--- config.mk ---
export PLATFORM = sky130hd
export DESIGN_NAME = audioPwmTop
export DESIGN_NICKNAME = d
export VERILOG_FILES = /design/src/audioPkg.sv /design/src/audioSampleIf.sv /design/src/audioGainStage.sv /design/src/audioPwmModulator.sv /design/src/audioPwmTop.sv /design/src/audioRstSync.sv /design/src/audioWordDecoder.sv
export SDC_FILE = /design/constraint.sdc
export NUM_CORES = 1
export LEC_CHECK = 0
export ABC_AREA = 0
export BUFFER_PORTS_ARGS = -buffer_cell sky130_fd_sc_hd__buf_2
export CAP_MARGIN = 20
export CELL_PAD_IN_SITES_DETAIL_PLACEMENT = 0
export CELL_PAD_IN_SITES_GLOBAL_PLACEMENT = 1
export CORE_AREA = 10 10 178 180
export DETAILED_ROUTE_END_ITERATION = 7
export DIE_AREA = 0 0 188 190
export PLACE_DENSITY_LB_ADDON = 0.3
export SLEW_MARGIN = 40
export SYNTH_ARGS = -nofsm -noshare
export SYNTH_HDL_FRONTEND = slang
export SYNTH_HIERARCHICAL = 1
export SYNTH_SLANG_ARGS = --single-unit
--- constraint.sdc ---
create_clock -name wAudioClk -period 1.5 [get_ports wAudioClk]
set_input_delay 0.075 -clock wAudioClk [delete_from_list [all_inputs] [get_ports wAudioClk]]
set_output_delay 0.075 -clock wAudioClk [all_outputs]
set_load 0.01 [all_outputs]
--- src/audioPkg.sv ---
`default_nettype none

package audioPkg;

    // --------------------
    // Word and data widths
    // --------------------
    localparam int sampleWidth = 16;
    localparam int gainWidth   = 8;
    localparam int wordWidth   = 18;

    // Gain is Q1.7, so 128 means unity
    localparam logic [gainWidth-1:0] gainUnity = 8'd128;

    // Top bit of every input word
    typedef enum logic
    {
        kindSample = 1'b0,
        kindGain   = 1'b1
    } wordKind_t;

    // --------------------
    // Two views of one input word
    // --------------------
    typedef struct packed
    {
        wordKind_t                      kind;
        logic                           pad;
        logic signed [sampleWidth-1:0]  sample;
    } sampleWord_t;

    typedef struct packed
    {
        wordKind_t                      kind;
        logic [8:0]                     pad;
        logic [gainWidth-1:0]           gain;
    } gainWord_t;

    typedef union packed
    {
        sampleWord_t                    sample;
        gainWord_t                      gain;
    } audioWord_u;

endpackage

`default_nettype wire

--- src/audioSampleIf.sv ---
`timescale 1ns/1ps
`default_nettype none

// Processed samples from the gain stage to the modulator
interface audioSampleIf;

    // One-cycle pulse per processed sample
    logic                                       valid;
    logic signed [audioPkg::sampleWidth-1:0]    data;
    // Saturation happened on this sample
    logic                                       clipped;
    // Gain was zero for this sample
    logic                                       muted;

    // Producer side
    modport gain
    (
        output valid,
        output data,
        output clipped,
        output muted
    );

    // Consumer side
    modport mod
    (
        input  valid,
        input  data,
        input  clipped,
        input  muted
    );

endinterface

`default_nettype wire

--- src/audioGainStage.sv ---
`timescale 1ns/1ps
`default_nettype none

// Gain multiply and saturate, two pipeline stages
module audioGainStage
(
    input  wire logic                                   wAudioClk,
    input  wire logic                                   audioRstN,
    input  wire logic                                   sampleStb,
    input  wire logic signed [audioPkg::sampleWidth-1:0] sampleData,
    input  wire logic                                   gainStb,
    input  wire logic [audioPkg::gainWidth-1:0]         gainValue,
    audioSampleIf.gain                                  outSample
);

    // Full product of signed sample and unsigned gain
    localparam int prodWidth   = audioPkg::sampleWidth + audioPkg::gainWidth + 1;
    // Q1.7 gain has 7 fraction bits
    localparam int fracBits    = audioPkg::gainWidth - 1;
    localparam int scaledWidth = prodWidth - fracBits;

    logic [audioPkg::gainWidth-1:0]     gainReg;
    logic signed [prodWidth-1:0]        productReg;
    logic                               productValid;
    logic                               productMuted;
    logic signed [scaledWidth-1:0]      scaled;
    logic                               overflow;
    logic signed [audioPkg::sampleWidth-1:0] satValue;

    // --------------------
    // Gain register
    // --------------------
    // New gain applies to samples strobed after it
    always_ff @(posedge wAudioClk or negedge audioRstN)
    begin
        if (!audioRstN)
            gainReg <= audioPkg::gainUnity;
        else if (gainStb)
            gainReg <= gainValue;
    end

    // --------------------
    // Multiply stage
    // --------------------
    always_ff @(posedge wAudioClk)
    begin
        // Zero-extend gain so the multiply stays signed
        if (sampleStb)
            productReg <= sampleData * $signed({1'b0, gainReg});
    end

    always_ff @(posedge wAudioClk or negedge audioRstN)
    begin
        if (!audioRstN)
        begin
            productValid <= 1'b0;
            productMuted <= 1'b0;
        end
        else
        begin
            productValid <= sampleStb;
            if (sampleStb)
                productMuted <= (gainReg == '0);
        end
    end

    // --------------------
    // Shift and saturate stage
    // --------------------
    assign scaled   = productReg[prodWidth-1:fracBits];
    // Bits above the sample sign must all match it
    assign overflow = (scaled[scaledWidth-1:audioPkg::sampleWidth-1] !=
                       {(scaledWidth-audioPkg::sampleWidth+1){scaled[scaledWidth-1]}});
    // Rail of the same sign
    assign satValue = scaled[scaledWidth-1] ? 16'sh8000 : 16'sh7fff;

    always_ff @(posedge wAudioClk)
    begin
        if (productValid)
            outSample.data <= overflow ? satValue : scaled[audioPkg::sampleWidth-1:0];
    end

    always_ff @(posedge wAudioClk or negedge audioRstN)
    begin
        if (!audioRstN)
        begin
            outSample.valid   <= 1'b0;
            outSample.clipped <= 1'b0;
            outSample.muted   <= 1'b0;
        end
        else
        begin
            outSample.valid <= productValid;
            // Flags travel with their sample
            if (productValid)
            begin
                outSample.clipped <= overflow;
                outSample.muted   <= productMuted;
            end
        end
    end

endmodule

`default_nettype wire

--- src/audioPwmModulator.sv ---
`timescale 1ns/1ps
`default_nettype none

// Output side, counter-based PWM
module audioPwmModulator #(
    parameter int pPwmBits = 8
)(
    input  wire logic   wAudioClk,
    input  wire logic   audioRstN,
    audioSampleIf.mod   inSample,
    output logic        sampleReq,
    output logic        pwmOut
);

    // Silent level in the middle of the range
    localparam logic [pPwmBits-1:0] halfScale = {1'b1, {(pPwmBits-1){1'b0}}};

    logic [pPwmBits-1:0]                        pwmCnt;
    logic signed [audioPkg::sampleWidth-1:0]    heldData;
    logic                                       heldClipped;
    logic                                       heldMuted;
    logic [audioPkg::sampleWidth-1:0]           offsetSample;
    logic [pPwmBits-1:0]                        newDuty;
    logic [pPwmBits-1:0]                        dutyReg;
    logic [pPwmBits-1:0]                        dutyNow;

    // --------------------
    // Held sample
    // --------------------
    // Last one wins without back-pressure
    always_ff @(posedge wAudioClk or negedge audioRstN)
    begin
        if (!audioRstN)
        begin
            heldData    <= '0;
            heldClipped <= 1'b0;
            heldMuted   <= 1'b0;
        end
        else if (inSample.valid)
        begin
            heldData    <= inSample.data;
            heldClipped <= inSample.clipped;
            heldMuted   <= inSample.muted;
        end
    end

    // --------------------
    // Duty from sample
    // --------------------
    // Offset binary by flipping the sign bit
    assign offsetSample = {~heldData[audioPkg::sampleWidth-1],
                           heldData[audioPkg::sampleWidth-2:0]};

    always_comb
    begin
        if (heldMuted)
            newDuty = halfScale;
        else if (heldClipped)
            newDuty = heldData[audioPkg::sampleWidth-1] ? '0 : '1;  // Straight to a rail
        else
            newDuty = offsetSample[audioPkg::sampleWidth-1 -: pPwmBits];
    end

    // New duty takes effect in the period it was latched for
    assign dutyNow = (pwmCnt == '0) ? newDuty : dutyReg;

    // --------------------
    // Counter and outputs
    // --------------------
    always_ff @(posedge wAudioClk or negedge audioRstN)
    begin
        if (!audioRstN)
        begin
            pwmCnt    <= '0;
            dutyReg   <= halfScale;
            sampleReq <= 1'b0;
            pwmOut    <= 1'b0;
        end
        else
        begin
            pwmCnt    <= pwmCnt + 1'b1;
            dutyReg   <= dutyNow;
            // Ask for the next sample at period start
            sampleReq <= (pwmCnt == '0);
            pwmOut    <= (pwmCnt < dutyNow);
        end
    end

endmodule

`default_nettype wire

--- src/audioPwmTop.sv ---
`timescale 1ns/1ps
`default_nettype none

// PWM audio output path, top level
module audioPwmTop #(
    parameter int pPwmBits = 8
)(
    input  wire logic                               wAudioClk,
    input  wire logic                               rstN,
    input  wire logic                               pllLock,
    input  wire logic                               wordValid,
    input  wire logic [audioPkg::wordWidth-1:0]     inWord,
    output logic                                    sampleReq,
    output logic                                    pwmOut
);

    // Internal reset held low until lock is stable
    logic                                       audioRstN;

    // Decoder to gain stage
    logic                                       sampleStb;
    logic signed [audioPkg::sampleWidth-1:0]    sampleData;
    logic                                       gainStb;
    logic [audioPkg::gainWidth-1:0]             gainValue;

    // Gain stage to modulator
    audioSampleIf sampleIf_i ();

    // --------------------
    // Reset
    // --------------------
    audioRstSync rstSync_i
    (
        .wAudioClk  (wAudioClk),
        .rstN       (rstN),
        .pllLock    (pllLock),
        .audioRstN  (audioRstN)
    );

    // --------------------
    // Datapath
    // --------------------
    audioWordDecoder decoder_i
    (
        .wAudioClk  (wAudioClk),
        .audioRstN  (audioRstN),
        .wordValid  (wordValid),
        .inWord     (inWord),
        .sampleStb  (sampleStb),
        .sampleData (sampleData),
        .gainStb    (gainStb),
        .gainValue  (gainValue)
    );

    audioGainStage gain_i
    (
        .wAudioClk  (wAudioClk),
        .audioRstN  (audioRstN),
        .sampleStb  (sampleStb),
        .sampleData (sampleData),
        .gainStb    (gainStb),
        .gainValue  (gainValue),
        .outSample  (sampleIf_i.gain)
    );

    audioPwmModulator #(
        .pPwmBits   (pPwmBits)
    ) modulator_i (
        .wAudioClk  (wAudioClk),
        .audioRstN  (audioRstN),
        .inSample   (sampleIf_i.mod),
        .sampleReq  (sampleReq),
        .pwmOut     (pwmOut)
    );

endmodule

`default_nettype wire

--- src/audioRstSync.sv ---
`timescale 1ns/1ps
`default_nettype none

// Audio domain reset, held until the clock manager reports lock
module audioRstSync
(
    input  wire logic   wAudioClk,
    input  wire logic   rstN,
    input  wire logic   pllLock,
    output logic        audioRstN
);

    // --------------------
    // Lock resync
    // --------------------
    // Lock comes from another timing domain
    logic lockMeta;
    // Settled copy of lock
    logic lockSync;

    // Board reset clears both flops at once
    // Release happens on the second edge after lock is seen
    always_ff @(posedge wAudioClk or negedge rstN)
    begin
        if (!rstN)
        begin
            lockMeta <= 1'b0;
            lockSync <= 1'b0;
        end
        else
        begin
            lockMeta <= pllLock;
            lockSync <= lockMeta;
        end
    end

    // --------------------
    // Reset out
    // --------------------
    // Low while board reset is low or lock is missing
    // Losing lock drops it again after two edges
    assign audioRstN = lockSync;

endmodule

`default_nettype wire

--- src/audioWordDecoder.sv ---
`timescale 1ns/1ps
`default_nettype none

// Input side of the audio path
module audioWordDecoder
(
    input  wire logic                                   wAudioClk,
    input  wire logic                                   audioRstN,
    input  wire logic                                   wordValid,
    input  wire audioPkg::audioWord_u                   inWord,
    output logic                                        sampleStb,
    output logic signed [audioPkg::sampleWidth-1:0]     sampleData,
    output logic                                        gainStb,
    output logic [audioPkg::gainWidth-1:0]              gainValue
);

    // --------------------
    // Word register
    // --------------------
    // Last strobed word, read through either view
    audioPkg::audioWord_u wordReg;

    // Kind bit of the incoming word, seen from each view
    logic isSampleWord;
    logic isGainWord;

    assign isSampleWord = (inWord.sample.kind == audioPkg::kindSample);
    assign isGainWord   = (inWord.gain.kind == audioPkg::kindGain);

    // Captured on every word strobe
    always_ff @(posedge wAudioClk)
    begin
        if (wordValid)
        begin
            wordReg <= inWord;
        end
    end

    // --------------------
    // Strobes
    // --------------------
    // Exactly one of the two fires one cycle after wordValid
    always_ff @(posedge wAudioClk or negedge audioRstN)
    begin
        if (!audioRstN)
        begin
            sampleStb <= 1'b0;
            gainStb   <= 1'b0;
        end
        else
        begin
            sampleStb <= wordValid && isSampleWord;
            gainStb   <= wordValid && isGainWord;
        end
    end

    // --------------------
    // Field views
    // --------------------
    // Signed sample in the low 16 bits
    assign sampleData = wordReg.sample.sample;

    // Gain in the low 8 bits with pad bits ignored
    assign gainValue  = wordReg.gain.gain;

endmodule

`default_nettype wire
# Word level (Yosys, flattened, before mapping)
# Cells that the tools add are included.
word_totals:
  out_inout_bits: 2
  regBits: 110
  elab_cells: 36
  in_bits: 22
op_classes:
  mux: 6
  n_addsub: 1
  reduce_logical: 4
  magnitude_cmp: 1
  n_bitwise: 2
  n_mul: 1
  n_eq_ne: 1
op_table:
  columns: ["op", "n"]
  rows:
  - ["16-bit two-way mux", 2]
  - ["8-bit two-way mux", 4]
  - ["16-bit by 9-bit multiplier with 25-bit output", 1]
  - ["8-bit zero test", 2]
  - ["8-bit by 1-bit adder with 8-bit output (second input constant)", 1]
  - ["8-bit less-than comparator", 1]
  - ["1-bit logical AND", 2]
  - ["2-bit inequality test", 1]
  - ["1-bit inverter", 2]

# Logic depth before layout (Yosys ltp)
# Gate-level depths: netlist of run 1.
depth:
  ltp_word: 5
  mapped_depth: 19
  depth_no_buf: 18

# By module
# The synthesis of run 1 kept the hierarchy.
modules_own_cells:
  columns: ["module", "area_per_inst_um2", "seq_area_each_um2", "n_inst", "cells_per_inst"]
  rows:
  - ["audioGainStage", 6264.8, 1347.5, 1, 665]
  - ["audioPwmModulator", 1390.1, 701.9, 1, 118]
  - ["audioWordDecoder", 606.8, 530.5, 1, 28]
  - ["audioRstSync", 50.0, 50.0, 1, 2]

# Worst setup path before layout of run 1
# OpenSTA, ideal clock, no wires.
synth_timing:
  path_type: "register -> register"
  startpoint: "register gain_i/gainReg[2] (netlist bit)"
  endpoint: "register gain_i.productReg[23] (data pin)"
  setup_time_ns: 0.262
  t_arrival_ns: 4.755
  t_required_ns: 1.238
  slack_ns: -3.518
  n_path_buf: 2
  stages_incl_launch_ff: 19
  synth_period_minus_slack_ns: 5.018
  cell_sequence: "dfrtp_1 -> clkbuf_1 -> clkbuf_1 -> nand2_1 -> fa_1 -> inv_1 -> fa_1 -> fa_1 -> inv_1 -> fa_1 -> inv_1 -> ha_1 -> and3_4 -> and3_4 -> a22o_1 -> a211o_1 -> a221oi_4 -> o21bai_1 -> xor2_1"
synth_between:
  elab_chain_len: 1
synth_rtl:
  columns: ["element", "line", "source"]
  rows:
  - ["start: declaration", "audioGainStage.sv:22", "logic [audioPkg::gainWidth-1:0] gainReg;"]
  - ["start signal: assignment", "audioGainStage.sv:37", "gainReg <= audioPkg::gainUnity;"]
  - ["start signal: assignment", "audioGainStage.sv:39", "gainReg <= gainValue;"]
  - ["16-bit by 9-bit multiplier with 25-bit output", "audioGainStage.sv:49", "productReg <= sampleData * $signed({1'b0, gainReg});"]
  - ["end signal: assignment", "audioGainStage.sv:49", null]
  - ["end: declaration", "audioGainStage.sv:23", "logic signed [prodWidth-1:0] productReg;"]
# No other way between the ends.
# A chain may end at the register's enable or synchronous reset.

# Worst setup path in the final report of run 1
layout_timing:
  startpoint: "register decoder_i/wordReg[5] (netlist bit)"
  endpoint: "register gain_i.productReg[23] (data pin)"
layout_between:
  elab_chain_len: 1
layout_rtl:
  columns: ["element", "line", "source"]
  rows:
  - ["start: declaration", "audioWordDecoder.sv:21", "audioPkg::audioWord_u wordReg;"]
  - ["start signal: assignment", "audioWordDecoder.sv:35", "wordReg <= inWord;"]
  - ["16-bit by 9-bit multiplier with 25-bit output", "audioGainStage.sv:49", null]
# No other way between the ends.

==> reports/metrics.cfg, run 1 <==
[run_status]
status=finished, violations left
violations=setup timing

[clock_tree]
h-tree-depth=3
clkTransAtPathRegs_ps=60
cts_buffers=9
cts-root-buf=clkbuf_16
cts_tree=built
clock_latency_ps=340
clock-sinks=79
clk_path_buf_depth=2

[sta]
worst_pin_slew_ps=574.9
hold_viol=0
fin_skew_ps=9.859
drv_slew=0
relSlewSlack_pct=61.67
setup_ws_ps=-3168
rsz0062_at_grt=yes
finalCritPeriodShare_pct=311.2
setup_viol_count_final=13
fmax_ghz=0.2142
min_period_ps=4668

[global_route]
overflow=0
busiest_layer=met2
grt_pass1_vias=5620
antenna_found_initial=0
grt_max_degree=19
globalRouteMet1Util_pct=12.20
grt_usage_pct=9.279
grt_pass1_wl_um=27600
met3_usage_pct=1.831
met2_usage_pct=15.53

[worst_hold_path]
hold_class=in2async

[place]
placement.io_buffers=22
dp_slack_ps=-3515
place_congestion=0.7620
hpwl_um=12660

[synthesis]
avgSynthCellArea_sq_um=10.26
synth_cells=734
yosysWarnings=6
netlist_area_sq_um=7533
syn-num-nets=912

[floorplanning]
core-area_sq_um=28240
die_h_um=190
io_pins=24
dieArea_sq_um=35720
die_w_um=188
rows=62
start_util_pct=26.68

[final_layout]
drive_above_1_share_pct=31.47
diodes=0
mostFrequentLayoutCells=136 x inv_1, 114 x buf_4, 97 x fa_1, 64 x nand2_1, 62 x and2_1
nets=1069
areaGrowthSynthToFinish_pct=32.55
final_common_cell=inv_1
num-fill-cells=2899

[route]
vias=5111
route.detailed.drc=0
avgViaCountPerCell=3.993
wl_per_cell_um=12.27
routed_wl_um=15700
antenna_left=0
drt_iter0_drc=118
first_pass_iters=4

[critical_path]
endpoint_kind=flop
cp_common_cell=fa_1
max_stage_delay_ps=520
crit_path_max_fanout=5
critPathLaunch=decoder_i/wordReg[5]$_DFFE_PP_
critPathRequiredTime_ps=1590
r2r_start=decoder_i/wordReg[5]$_DFFE_PP_
crit_chain=buf_6 -> nand2_4 -> fa_1 -> fa_1 -> inv_2 -> fa_1 -> inv_1 -> fa_1 -> inv_2 -> ha_4 -> and3_4 -> and3_4 -> a22o_4 -> a211o_1 -> a221oi_4 -> o21bai_1 -> xor2_1
slowest_stage=fa_1
start_kind=flop
crit_type=reg2reg
arrival_ps=4750

[flow_run]
drv_cap=0

through the flow:
stage          std cells  hold WS [ps]  instance area (sq um)  setup TNS (ps)  utilization, %
3_3_place_gp        1214        -139.2                   8867          -33010           31.40
5_1_grt             1280         48.54                   9986          -32900           35.36
4_1_cts             1275         23.31                   9803          -31710           34.72
3_5_place_dp        1214        -138.0                   8867          -33250           31.40
2_1_floorplan        734        -220.6                   7669          -28890               -
6_report            1280         38.59                   9986          -30800           35.36
layout make-up:
| cell class | instances | area, sq um | area share [%] |
|---|---|---|---|
| inverters | 147 | 554.3 | 5.551 |
| multi-input cells | 475 | 5034 | 50.41 |
| clock inverters | 7 | 52.55 | 0.5262 |
| flip-flops and latches | 79 | 2158 | 21.61 |
| well taps | 384 | 480.5 | 4.811 |
| clock buffers | 9 | 225.2 | 2.255 |
| repair buffers | 179 | 1481 | 14.84 |
final timing paths:
check	endpoint	slack, ps	depth (start not counted)
min reg2reg	decoder_i/sampleStb$_DFF_PN0_	260	0
min	rstSync_i/audioRstN$_DFF_PN0_	40	2
max reg2reg	gain_i/productReg[23]$_DFFE_PP_	-3170	17
min in group wAudioClk	decoder_i/wordReg[8]$_DFFE_PP_	150	1
max	gain_i/productReg[23]$_DFFE_PP_	-3170	17
max in group asynchronous	modulator_i/pwmOut$_DFF_PN0_	760	1
critical path: cells and delay by family, from the launching register on:
family	cells	cell delay (ps)
xor gates and xnor gates	1	140
and+or+nand+nor	3	340
DFF	1	500
buffers and inverters	4	320
adders and majority gates	5	2180
AOI/OAI and AO/OA	4	910
metal layers:
layer	part of all wire, %	vias to the layer above	wire (um)
li1	-	2575	-
met1	49	2488	7751
met2	48	39	7487
met3	2.2	9	340
met4	0.80	0	125
met5	0	-	0
registers in the layout (all words and copies together) (netlist names), 8 cells and up:
register	cells
decoder_i/wordReg	16
gain_i/productReg	10
gain_i/gainReg	8
gain_i/outSample.data	8
modulator_i/dutyReg	8
modulator_i/heldData	8
modulator_i/pwmCnt	8
timing repair:
action / 4_1_cts / 5_1_grt
hold endpoints to repair: 20 / 0
setup buffers: 29 / 14
resized for setup: 56 / 38
pin swaps: 50 / 23
endpoints found under the setup margin: 15 / 21
hold buffers: 19 / 0
Power of run 1 is left out: the tool's default activity adds up to more than one toggle a clock period on the data nets, which glitch-free logic cannot reach.
==> run 2, diff against run 1 <==
==> constraint.sdc (replaced) <==
create_clock -name wAudioClk -period 1.5 [get_ports wAudioClk]
set_input_delay 0.3 -clock wAudioClk [delete_from_list [all_inputs] [get_ports wAudioClk]]
set_output_delay 0.3 -clock wAudioClk [all_outputs]
set_load 0.01 [all_outputs]
==> reports/metrics.cfg, run 2 (synthesis gave the netlist of run 1 again) <==
[route]
route.detailed.drc=0
vias=5066
drt_iter0_drc=117
wl_per_cell_um=12.34
first_pass_iters=4
routed_wl_um=15580
antenna_left=0
avgViaCountPerCell=4.011

[sta]
setup_ws_ps=-3195
setup_viol_count_final=13
drv_slew=0
rsz0062_at_grt=yes
tns_ps=-31090
min_period_ps=4695
finalCritPeriodShare_pct=313.0
relSlewSlack_pct=61.48
fin_skew_ps=10.55
fmax_ghz=0.2130
hold_viol=0
worst_pin_slew_ps=577.7

[place]
place_area_sq_um=8867
hpwl_um=12660
place_congestion=0.7620
placement.io_buffers=22

[critical_path]
max_stage_delay_ps=540
crit_chain=buf_12 -> buf_12 -> nand2_4 -> fa_1 -> inv_2 -> fa_1 -> fa_1 -> inv_1 -> fa_1 -> inv_2 -> ha_4 -> and3_4 -> and3_4 -> a22o_4 -> a211o_1 -> a221oi_4 -> o21bai_1 -> xor2_1
slowest_stage=fa_1
start_kind=flop
crit_type=reg2reg
arrival_ps=4780
crit_path_max_fanout=3
cp_common_cell=fa_1
endpoint_kind=flop
critPathRequiredTime_ps=1580

[final_layout]
num-fill-cells=2921
final_common_cell=inv_1
regMostFlops=decoder_i/wordReg
seqCellArea_sq_um=2158
largest_reg_flops=16
reg.largest.list=decoder_i/wordReg (16), gain_i/productReg (10)
areaGrowthSynthToFinish_pct=30.64
multi_input_area_sq_um=5055
diodes=0
nets=1052
fin_area_sq_um=9842
mostFrequentLayoutCells=135 x inv_1, 113 x buf_4, 97 x fa_1, 63 x nand2_1, 62 x and2_1
drive_above_1_share_pct=32.65

[floorplanning]
die_w_um=188
dieArea_sq_um=35720
start_util_pct=26.68
rows=62
die_h_um=190
core-area_sq_um=28240
io_pins=24

[clock_tree]
clkTransAtPathRegs_ps=60
clk_path_buf_depth=2
h-tree-depth=3
clock-sinks=79
cts_buffers=9
cts-root-buf=clkbuf_16
cts_tree=built
clock_latency_ps=340

[run_status]
violations=setup timing
status=finished, violations left

[global_route]
grt_pass1_wl_um=27380
met3_usage_pct=1.794
busiest_layer=met2
grt_pass1_vias=5548
overflow=0
grt_usage_pct=9.208
globalRouteMet1Util_pct=12.20
met2_usage_pct=15.31
antenna_found_initial=0
grt_max_degree=19

[flow_run]
drv_cap=0

[worst_hold_path]
hold_class=in2reg

[run 2: metrics by stage]
stage | hold WS (ps) | utilization, % | setup slack, ps | std cells
after floorplan | 4.409 | - | -3174 | 734
after global placement | 85.79 | 31.40 | -3458 | 1214
after detailed placement | 87.02 | 31.40 | -3515 | 1214
after CTS | 49.33 | 34.08 | -3195 | 1257
after global routing | 51.53 | 34.85 | -3352 | 1263
final | 65.48 | 34.85 | -3195 | 1263
[run 2: timing repair]
action,4_1_cts,5_1_grt
hold buffers,1,0
pin swaps,50,23
endpoints found under the hold margin,2,0
setup buffers,29,15
gates resized for setup,56,45
setup endpoints to repair,15,21
[run 2: critical path: cells and delay by family, from the launching register on]
family,cells,cell delay [ps]
simple gates,3,330
xor+xnor,1,140
buf+inv,5,360
fa+ha+maj,5,2240
flops,1,440
compound gates,4,910
[run 2: layout make-up]
cell class | instances | share of cell area [%]
tap | 384 | 4.882
timing repair buffer | 162 | 13.37
sequential | 79 | 21.93
inverter | 147 | 5.632
clock inverter | 7 | 0.5339
clock buffer | 9 | 2.288
multi-input combinational | 475 | 51.36
[run 2: path summary, 6_finish.rpt]
check / slack (ps) / end / depth (start not counted) / startpoint
worst max register to register: -3190 / gain_i/productReg[23]$_DFFE_PP_ / 18 / gain_i/gainReg[0]$_DFFE_PN0P_
min in group asynchronous: 260 / rstSync_i/audioRstN$_DFF_PN0_ / 2 / rstN
worst max-delay path: -3190 / gain_i/productReg[23]$_DFFE_PP_ / 18 / gain_i/gainReg[0]$_DFFE_PN0P_
worst min register to register: 260 / decoder_i/sampleStb$_DFF_PN0_ / 0 / rstSync_i/audioRstN$_DFF_PN0_
max in group asynchronous: 750 / modulator_i/pwmOut$_DFF_PN0_ / 1 / rstSync_i/audioRstN$_DFF_PN0_
worst min-delay path: 70 / rstSync_i/lockMeta$_DFF_PN0_ / 1 / pllLock
[run 2: metal layers]
metal  up-vias  wire length, um  share of wire, %
met5         -                0                 0
met4         0              123              0.79
met3         9              308               2.0
met2        37             7397                47
met1      2481             7750                50
li1       2539                -                 -
Power of run 2 is left out for the same reason.
==> run 3, diff against run 2 <==
--- a/config.mk
+++ b/config.mk
@@ -5,14 +5,14 @@
 export SDC_FILE = /design/constraint.sdc
 export NUM_CORES = 1
 export LEC_CHECK = 0
-export ABC_AREA = 0
+export ABC_AREA = 1
 export BUFFER_PORTS_ARGS = -buffer_cell sky130_fd_sc_hd__buf_2
 export CAP_MARGIN = 20
 export CELL_PAD_IN_SITES_DETAIL_PLACEMENT = 0
 export CELL_PAD_IN_SITES_GLOBAL_PLACEMENT = 1
-export CORE_AREA = 10 10 178 180
+export CORE_AREA = 10 10 181 183
 export DETAILED_ROUTE_END_ITERATION = 7
-export DIE_AREA = 0 0 188 190
+export DIE_AREA = 0 0 191 193
 export PLACE_DENSITY_LB_ADDON = 0.3
 export SLEW_MARGIN = 40
 export SYNTH_ARGS = -nofsm -noshare
==> constraint.sdc (replaced) <==
create_clock -name wAudioClk -period 5.31 [get_ports wAudioClk]
set_input_delay 1.062 -clock wAudioClk [delete_from_list [all_inputs] [get_ports wAudioClk]]
set_output_delay 1.062 -clock wAudioClk [all_outputs]
set_load 0.01 [all_outputs]
==> reports/metrics.cfg, run 3 <==
[run_status]
status=completed

[critical_path]
r2r_end=gain_i/productReg[23]$_DFFE_PP_
endpoint_kind=flop
crit_type=reg2reg
crit_end=gain_i/productReg[23]$_DFFE_PP_
cp.depth=18
worstRegToRegCells=18
r2r_start=gain_i/gainReg[5]$_DFFE_PN0P_
cp_common_cell=nand2_1
critPathTopFamily=adder cells
max_stage_delay_ps=810
slowest_stage=dfrtp_1
crit_path_max_fanout=9
critPathRequiredTime_ps=5420
path_buf_inv=4
critPathLaunch=gain_i/gainReg[5]$_DFFE_PN0P_
crit_chain=buf_4 -> nand2_1 -> inv_1 -> fa_1 -> fa_1 -> fa_1 -> inv_1 -> fa_1 -> inv_1 -> ha_1 -> nand2_1 -> nand2_1 -> a31oi_1 -> o21ai_0 -> nand2_1 -> nand3_1 -> nand2_1 -> nand2_1
start_kind=flop
r2r_setup_slack_ps=450
arrival_ps=4970

[place]
placement.io_buffers=22
placed_cells=1344
hpwl_um=14390
place_congestion=0.7930

[flow_run]
drv_cap=0

[clock_tree]
clock_latency_ps=350
cts-resized-gates=0
cts_tree=built
cts-hold-fix-buffers=0
h-tree-depth=3
clk_path_buf_depth=2
cts_buffers=9
clkTransAtPathRegs_ps=60
cts_setup_buffers=0
clock-sinks=79
cts-root-buf=clkbuf_16

[sta]
hold_viol=0
fin_skew_ps=9.565
relSlewSlack_pct=51.50
rsz0062_at_grt=no
fmax_ghz=0.2058
tns_ps=0
min_period_ps=4860
drv_slew=0
setup_viol_count_final=0
finalCritPeriodShare_pct=91.53
worst_pin_slew_ps=727.5

[global_route]
met3_usage_pct=1.906
grt_usage_pct=10.46
busiest_layer=met2
antenna_found_initial=0
overflow=0
met2_usage_pct=17.58
grt_pass1_vias=6034
globalRouteMet1Util_pct=13.44
grt_pass1_wl_um=30370
grt_max_degree=44

[power]
ir_worst_vdd_uv=234.3
cell_internal_pwr_w=0.002593
seq_power_share_pct=18.0
switching_share_pct=51.97
leakage_nw=4.901
p_clk_share_pct=11.9
p_sw_w=0.002805
total_power_w=0.005398
p_comb_share_pct=70.1
powerDensity_nw_per_um2=612.9

[floorplanning]
rows=63
die_h_um=193
die_w_um=191
dieArea_sq_um=36860
start_util_pct=27.46
core-area_sq_um=29240
io_pins=24

[final_layout]
fin_util_pct=30.12
instances_no_fill=1360
final_common_cell=inv_1
reg.largest.list=decoder_i/wordReg (16), gain_i/productReg (10)
regMostFlops=decoder_i/wordReg
nets=1143
areaGrowthSynthToFinish_pct=9.692
largest_reg_flops=16
mostFrequentLayoutCells=264 x inv_1, 226 x nand2_1, 101 x fa_1, 55 x ha_1, 42 x dfrtp_1
diodes=0
drive_above_1_share_pct=8.557

[synthesis]
synth_cells=966
avgSynthCellArea_sq_um=8.313
syn-num-nets=1144
yosysWarnings=6
netlist_area_sq_um=8030

[route]
routed_wl_um=17700
route.detailed.drc=0
first_pass_iters=4
vias=5600
antenna_left=0
wl_per_cell_um=13.01
avgViaCountPerCell=4.118
drt_iter0_drc=217

[worst_hold_path]
hold_class=reg2async

run 3: through the flow:
| stage | area, sq um | setup WS (ps) | hold WS, ps |
|---|---|---|---|
| after global placement | 8508 | 451.8 | 342.1 |
| after CTS | 8808 | 448.9 | 364.2 |
| after floorplan | 8030 | 810.5 | 331.2 |
| after detailed placement | 8511 | 473.0 | 343.4 |
| final | 8808 | 449.8 | 333.9 |
| after global routing | 8808 | 136.9 | 379.3 |
run 3: metal layers:
layer  part of all wire (%)  routed length, um
met1                     48               8504
met4                    1.8                315
met5                      0                  0
met3                    3.4                608
met2                     47               8270
run 3: power by group through the flow:
stage | registers [W] | clock network (W) | logic, W
2_1_floorplan | 0.000907 | 0 | 0.00294
3_3_place_gp | 0.000983 | 0 | 0.00387
3_5_place_dp | 0.000985 | 0 | 0.00385
4_1_cts | 0.000973 | 0.000667 | 0.00387
5_1_grt | 0.000987 | 0.000687 | 0.00447
6_report | 0.000971 | 0.000643 | 0.00378
run 3: how the worst min path moves through the flow:
stage	startpoint	to	slack (ps)	depth (start not counted)
after CTS	rstSync_i/lockMeta$_DFF_PN0_	rstSync_i/audioRstN$_DFF_PN0_	360	0
after global placement	rstSync_i/lockMeta$_DFF_PN0_	rstSync_i/audioRstN$_DFF_PN0_	340	0
after global routing	rstSync_i/lockMeta$_DFF_PN0_	rstSync_i/audioRstN$_DFF_PN0_	380	0
final	rstSync_i/audioRstN$_DFF_PN0_	modulator_i/dutyReg[4]$_DFF_PN0_	330	0
after floorplan	rstSync_i/lockMeta$_DFF_PN0_	rstSync_i/audioRstN$_DFF_PN0_	330	0
after detailed placement	rstSync_i/lockMeta$_DFF_PN0_	rstSync_i/audioRstN$_DFF_PN0_	340	0
run 3: area by class of cell:
type	instances	area, sq um
Fill cell	3117	20440
Multi-Input combinational cell	576	4678
Sequential cell	79	2153
Inverter	266	998.5
Tap cell	390	488.0
Clock buffer	9	225.2
Timing Repair Buffer	33	192.7
Clock inverter	7	72.57
No activity file was read; power rests on OpenSTA's default activity.
